File: src/common/ifu_pkg.sv
package ifu_pkg;

    // Widths and sizes.
    localparam int PC_W       = 64;
    localparam int AXI_ADDR_W = 32;
    localparam int AXI_DATA_W = 64;
    localparam int INST_W     = 32;
    localparam int NUM_WAYS   = 8;
    localparam int NUM_SETS   = 64;
    localparam int NUM_BANKS  = 4;
    localparam int BANK_W     = 128;

    // PC fields: tag | index | offset.
    localparam int OFFSET_W  = 3;
    localparam int INDEX_W   = 6;
    localparam int TAG_W     = 55;
    localparam int INDEX_LSB = OFFSET_W;
    localparam int TAG_LSB   = OFFSET_W + INDEX_W;

    // Cacheable region, on the low 32 address bits.
    localparam logic [AXI_ADDR_W-1:0] CACHE_BASE  = 32'h8000_0000;
    localparam logic [AXI_ADDR_W-1:0] CACHE_LIMIT = 32'h8FFF_FFFF;

    // AXI response and size codes.
    localparam logic [1:0] RESP_OKAY   = 2'b00;
    localparam logic [1:0] RESP_EXOKAY = 2'b01;
    localparam logic [2:0] SIZE_WORD   = 3'd2;
    localparam logic [2:0] SIZE_DWORD  = 3'd3;

    typedef logic [PC_W-1:0]       pc_t;
    typedef logic [INST_W-1:0]     inst_t;
    typedef logic [AXI_ADDR_W-1:0] axi_addr_t;
    typedef logic [AXI_DATA_W-1:0] axi_data_t;
    typedef logic [INDEX_W-1:0]    index_t;
    typedef logic [TAG_W-1:0]      tag_t;
    typedef logic [2:0]            way_t;
    typedef logic [BANK_W-1:0]     bank_word_t;

    typedef enum logic [2:0] {
        IDLE,
        READ_CACHE,
        AR,
        R,
        FILL,
        DONE
    } fetch_state_e;

endpackage

File: src/rtl/ifu_fetch_ctrl.sv
module ifu_fetch_ctrl import ifu_pkg::*; (
    input  logic       clk,
    input  logic       rst,
    input  pc_t        pc,
    input  logic       fetch_en,
    input  logic       id_ready,
    input  logic       hit,
    input  axi_data_t  cache_line,

    output logic       arvalid,
    output axi_addr_t  araddr,
    output logic [2:0] arsize,
    input  logic       arready,

    output logic       rready,
    input  logic       rvalid,
    input  axi_data_t  rdata,
    input  logic [1:0] rresp,
    input  logic       rlast,

    output logic       fill,
    output axi_data_t  fill_data,
    output inst_t      inst,
    output logic       inst_valid,
    output logic       fetch_done
);

    fetch_state_e state;
    fetch_state_e state_next;
    axi_addr_t    pc_lo;
    logic         cacheable;
    logic         beat_ok;
    axi_data_t    refill_buf;
    axi_data_t    line;

    assign pc_lo     = pc[AXI_ADDR_W-1:0];
    assign cacheable = (pc_lo >= CACHE_BASE) && (pc_lo <= CACHE_LIMIT);

    // Single-beat read, error responses are not taken.
    assign beat_ok = rvalid && rlast && ((rresp == RESP_OKAY) || (rresp == RESP_EXOKAY));

    always_comb begin
        state_next = state;
        case (state)
            IDLE: begin
                if (fetch_en) begin
                    if (cacheable && hit) begin
                        state_next = READ_CACHE;
                    end else begin
                        state_next = AR;
                    end
                end
            end
            READ_CACHE: begin
                state_next = DONE;
            end
            AR: begin
                if (arready) begin
                    state_next = R;
                end
            end
            R: begin
                if (beat_ok) begin
                    state_next = cacheable ? FILL : DONE;
                end
            end
            FILL: begin
                // Line is written, read it back from the banks.
                state_next = READ_CACHE;
            end
            DONE: begin
                if (id_ready) begin
                    state_next = IDLE;
                end
            end
            default: begin
                state_next = IDLE;
            end
        endcase
    end

    always_ff @(posedge clk or posedge rst) begin
        if (rst) begin
            state <= IDLE;
        end else begin
            state <= state_next;
        end
    end

    always_ff @(posedge clk) begin
        if (rready && beat_ok) begin
            refill_buf <= rdata;
        end
    end

    assign arvalid = (state == AR);
    assign rready  = (state == R);
    assign araddr  = cacheable ? {pc_lo[AXI_ADDR_W-1:OFFSET_W], {OFFSET_W{1'b0}}} : pc_lo;
    assign arsize  = cacheable ? SIZE_DWORD : SIZE_WORD;

    assign fill      = (state == FILL);
    assign fill_data = refill_buf;

    // Uncached words come from the refill buffer.
    assign line = hit ? cache_line : refill_buf;
    assign inst = pc[2] ? line[2*INST_W-1:INST_W] : line[INST_W-1:0];

    assign inst_valid = (state == DONE);
    assign fetch_done = (state == DONE) && id_ready;

endmodule

File: config.mk
export PLATFORM = sky130hd
export DESIGN_NAME = ifu_fetch_ctrl
export DESIGN_NICKNAME = d
export VERILOG_FILES = /design/src/common/ifu_pkg.sv /design/src/rtl/ifu_fetch_ctrl.sv
export SDC_FILE = /design/constraint.sdc
export NUM_CORES = 1
export LEC_CHECK = 0
export BUFFER_PORTS_ARGS = -buffer_cell sky130_fd_sc_hd__buf_2
export CORE_AREA = 2 2 131 133
export DETAILED_ROUTE_END_ITERATION = 16
export DIE_AREA = 0 0 133 135
export GPL_TIMING_DRIVEN = 1
export PLACE_DENSITY = 0.6
export SETUP_SLACK_MARGIN = 0.02
export SLEW_MARGIN = 20
export SYNTH_ARGS = -nofsm -noshare
export SYNTH_HDL_FRONTEND = slang
export SYNTH_SLANG_ARGS = --single-unit
File: constraint.sdc
create_clock -name clk -period 7.6 [get_ports clk]
set_input_delay 0.38 -clock clk [delete_from_list [all_inputs] [get_ports clk]]
set_output_delay 0.38 -clock clk [all_outputs]
set_load 0.005 [all_outputs]
Yosys cells after proc, flatten, opt, wreduce, memory -nomap -nowiden

Index checks and enable logic that the tools add are counted.

Word-level logic and storage cells: 35
Output and inout bits: 136
Register bits after elaboration: 67

Eq/ne operators: 10
Order comparisons: 2
Muxes and demuxes: 11
Reductions and logical operators: 10

Operators with widths:

| operator             | number |
|---|---|
| $mux 64              | 1 |
| $ge 32x32->1 const B | 1 |
| $le 32x32->1 const B | 1 |
| $mux 32              | 1 |
| $pmux 3 s6           | 1 |
| $mux 3               | 5 |
| $eq 3x2->1 const B   | 2 |
| $eq 3x3->1 const B   | 2 |
| $logic_and 1x1->1    | 6 |
| $ne 2x1->1 const B   | 2 |
| $ne 2x2->1 const B   | 2 |
| $reduce_and 4->1     | 1 |
| $eq 3x1->1 const B   | 1 |
| $logic_not 3->1      | 1 |
| $eq 2x1->1 const B   | 1 |
| $logic_not 2->1      | 1 |
| $mux 1               | 2 |
| $mux 2               | 1 |
| $logic_or 1x1->1     | 1 |

Depth between registers and ports, before layout

Depth in word-level cells: 6
Depth in mapped cells: 4

Least setup slack after synthesis

OpenSTA, ideal clock, no wires.

Path type: register to register
From: register state[0]
To: register refill_buf[0], in the netlist fill_data[0] (enable)
Path buffers: 1
Data required time: 6956 ps
Setup slack: 222 ps
Stages on the path, launching flop included: 4
Arrival: 6735 ps
Path through: dfrtp_1 > buf_2 > inv_1 > nor4_1

Word-level cells in the longest chain between the ends: 2

RTL lines:

| item                     | line                 | text |
|---|---|---|
| start: declaration       | ifu_fetch_ctrl.sv:28 | `fetch_state_e state;` |
| start signal: assignment | ifu_fetch_ctrl.sv:86 | `state <= state_next;` |
| $eq 3x2->1               | ifu_fetch_ctrl.sv:97 | `assign rready = (state == R);` |
| $logic_and 1x1->1        | ifu_fetch_ctrl.sv:91 | `if (rready && beat_ok) begin` |
| end signal: assignment   | ifu_fetch_ctrl.sv:92 | `refill_buf <= rdata;` |
| end: declaration         | ifu_fetch_ctrl.sv:33 | `axi_data_t refill_buf;` |

No other way between the ends.
A chain may end at the register's enable or synchronous reset.

Worst setup path in the final report

From: input port hit
To: output port inst[31]

Word-level cells in the longest chain between the ends: 2

RTL lines:

| item               | line                  | text |
|---|---|---|
| start: declaration | ifu_fetch_ctrl.sv:7   | `input logic hit,` |
| $mux 64            | ifu_fetch_ctrl.sv:105 | `assign line = hit ? cache_line : refill_buf;` |
| $mux 32            | ifu_fetch_ctrl.sv:106 | `assign inst = pc[2] ? line[2*INST_W-1:INST_W] : line[INST_W-1:0];` |
| end: declaration   | ifu_fetch_ctrl.sv:23  | `output inst_t inst,` |

No other way between the ends.

==> summary.md <==
The flow ran to the end, and the final reports show no timing, DRC or antenna violations. For the share of synthesized area occupied by flip-flops and latches, the log shows 0.612. Endpoint type of the worst setup path: a primary output.

Area fraction in compound gates after synthesis: 0.0161. 338 I/O pins were placed. For the instance count of the mapped netlist, the log shows 170.

CTS built an H-tree with a depth of 3. Entering global routing, the biggest net connects 65 pins. The share of synthesized cell area in and, or, nand and nor gates is 0.0380, and the hold violation count in the final report is 0.

The tools report the final design utilization as 0.296. The multiplexer area fraction after synthesis was 0.225. The wire-length estimate of the detail-placed layout is 7960 µm.

The iteration count of the initial detailed-routing pass is 4, and the critical path arrival is 1.82 ns. By area, the combinational part of the netlist is dominated by multiplexers. Net load switching power: 0.249 mW. For the number of distinct library cell variants in the gate-level netlist after synthesis, the log shows 29.

The switching share of power is 0.222, and the Yosys warning count is 0. The proportion of power drawn by the clock network is 0.459, and the proportion of register bits with asynchronous set or reset after synthesis is 0.0448. The initial antenna violation count is 1. The fraction of the mapped netlist area in adder cells is 0, and the core area is 16400 µm². The share of the cycle needed by the critical path after routing is 0.290.

Among all flip-flop cells after synthesis, the most frequent one is sky130_fd_sc_hd__edfxtp_1. The uppermost metal layer occupied by signal nets is met4. For this block, wires on met1 add up to 3500 µm. Synthesis produced a netlist with a net count of 372. The routed length on met3 is 953 µm. In the detailed route, the total length drawn on met2 is 5390 µm. The detailed-route wire length per cell came out at 16.6 µm. The worst setup path is launched from a primary input. The global-route congestion overflow total was 0; the post-synthesis instance area was 3260 µm².

The logs give 15200 µm for the wire length of the first global-routing pass and 18000 µm² for the full die area. After the last flow step, the layout net total stands at 597. The tools report the maximum resistive drop on vdd as 0.0000856 V. The count of buffers added by post-CTS timing repair for setup is 0, and the number of buffers inserted during clock tree synthesis is 9.

In this run the remaining antenna-violating nets after routing total 0. The logs give 454 MHz for the achievable frequency and 0 for the number of pins exceeding their max-slew limit in the final report. The logs give 0.872 mW for the internal power consumption and 0 for the number of resized instances in the post-cts repair step.

Final total negative setup slack: 0 ns. The via count normalized by instance count is 4.16. The clock reaches the later pin of the worst-skew pair after 0.33 ns. Prior to clock tree synthesis, the placed netlist has a worst setup slack of 5.38 ns. Clock-pin slew was measured on the worst setup and hold paths at 0.06 ns. The type of the setup path with the least slack is primary input to primary output. The post-route minimum period works out to 2.20 ns. The slew at the pin closest to its max-slew limit came out at 0.917 ns. The XOR/XNOR share of the synthesized area is 0, and the final number of setup-violating endpoints is 0. After layout, the worst setup slack is 5.40 ns. The final route contains 2581 vias. The post-synthesis to final-layout area growth is 49.0%. The initialized floorplan defines 47 standard-cell rows. Setup repair after global routing left no endpoint under its margin.

The routed wire length came out at 10300 µm. The worst clock skew came out at 0.00790 ns. The run gives 0 as the post-detailed-route DRC marker count.

The detailed router finished its first iteration with 78 violations. The normalized max-slew margin came out at 0.389. Global router's overall resource usage: 0.113.

The count of flip-flops with a built-in enable after synthesis was 64. The worst endpoint required time came out at 7.22 ns. The tightest min-delay check is of the primary input to flop type.

In the layout the commonest cells are sky130_fd_sc_hd__buf_2, sky130_fd_sc_hd__edfxtp_1, sky130_fd_sc_hd__mux4_2, sky130_fd_sc_hd__clkbuf_16, sky130_fd_sc_hd__nor2b_1. The initial core utilization was 0.199. The root buffer cell chosen for the clock tree is sky130_fd_sc_hd__clkbuf_16. Input and output buffers added on the ports amount to 252. For the share of power burned in combinational logic, the log shows 0.141. Fraction of power consumed by sequential logic: 0.400.

The die is 133 µm wide. The die height works out to 135 µm. Across the run, the number of max-cap violations was 0.

The congestion estimate from routability-driven global placement came to 0.806. The average instance in the mapped netlist occupies 19.2 µm². Leaving out fill and tap cells, the most frequent cell in the layout is sky130_fd_sc_hd__buf_2.

For this design the ratio of total power to cell area is 230 nW/µm². The share of layout cells above drive strength 1 is 0.748, and the number of global-route vias before repair is 2954. TritonCTS built the clock tree. The maximum clock path buffer count is 2, and the maximum fanout encountered on the critical timing path is 34. Counting flops and latches in the post-synthesis netlist gives 67. Clock tree synthesis found a total of 67 sinks.

Leakage power summed over all cells: 2.11 nW.
[power groups by stage]
stage	logic (mW)	clock network, mW	registers, mW
after CTS	0.161	0.533	0.448
after detailed placement	0.161	0	0.455
after global placement	0.156	0	0.453
after floorplan	0.0993	0	0.448
after global routing	0.174	0.547	0.451
final	0.158	0.514	0.448
[metrics by stage]
| stage | hold slack, ns | instances | power [mW] | cell area [µm²] |
|---|---|---|---|---|
| 2_1_floorplan | 0.134 | 170 | 0.547 | 3260 |
| 3_3_place_gp | 0.249 | 603 | 0.608 | 4490 |
| 3_5_place_dp | 0.257 | 603 | 0.616 | 4490 |
| 4_1_cts | 0.198 | 620 | 1.14 | 4860 |
| 5_1_grt | 0.198 | 621 | 1.17 | 4860 |
| 6_report | 0.220 | 621 | 1.12 | 4860 |
[critical path, stage by stage]
cell                     delay, ns
sky130_fd_sc_hd__buf_2        0.08
sky130_fd_sc_hd__buf_4        0.54
sky130_fd_sc_hd__mux4_1       0.66
sky130_fd_sc_hd__buf_2        0.15
[worst paths after layout]
kind	startpoint	end	slack (ns)	depth (start not counted)
max	hit	inst[31]	5.40	4
min	rdata[1]	fill_data[1]	0.22	1
max reg2reg	state[0]	fill_data[49]	5.52	3
min reg2reg	state[2]	state[1]	0.59	1
max in group asynchronous	rst	state[1]	6.99	3
min in group asynchronous	rst	state[2]	0.48	3
[cells by family after synthesis]
group | count (synthesis)
muxes | 32
AOI/OAI and AO/OA | 7
other | 2
DFF | 67
buffers and inverters | 44
and+or+nand+nor | 18
[area by class of cell]
type,instances,area (µm²)
Clock buffer,10,229
Multi-Input combinational cell,59,926
Tap cell,220,275
Timing Repair Buffer,255,1290
Fill cell,1670,11500
Clock inverter,6,136
Antenna cell,1,2.50
Inverter,3,11.3
Sequential cell,67,2000
[synthesized netlist by cell type (2+ instances only)]
cell type / count / area, µm²
sky130_fd_sc_hd__mux4_2: 28 / 631
sky130_fd_sc_hd__buf_12: 3 / 60.1
sky130_fd_sc_hd__edfxtp_1: 64 / 1920
sky130_fd_sc_hd__buf_4: 32 / 240
sky130_fd_sc_hd__a21oi_1: 2 / 10.0
sky130_fd_sc_hd__buf_2: 4 / 20.0
sky130_fd_sc_hd__and2_1: 2 / 12.5
sky130_fd_sc_hd__inv_1: 3 / 11.3
sky130_fd_sc_hd__mux4_1: 4 / 105
sky130_fd_sc_hd__nor2b_1: 5 / 31.3
sky130_fd_sc_hd__conb_1: 2 / 7.51
sky130_fd_sc_hd__dfrtp_1: 3 / 75.1
sky130_fd_sc_hd__nor2_1: 2 / 7.51
[sequential cells by signal, indices dropped and copies added (netlist names)]
name / flops
fill_data: 64
state: 3
[timing repair]
action / in CTS / in global routing
hold buffers: 1 / 0
hold endpoints to repair: 3 / 0
endpoints found under the setup margin: 0 / 0
[routing by layer]
metal,vias up,track usage
li1,1107,-
met1,1259,0.109
met2,174,0.204
met3,41,0.0402
met4,0,0.0759
met5,-,0
Note: power is estimated with default switching activity, not from simulation.
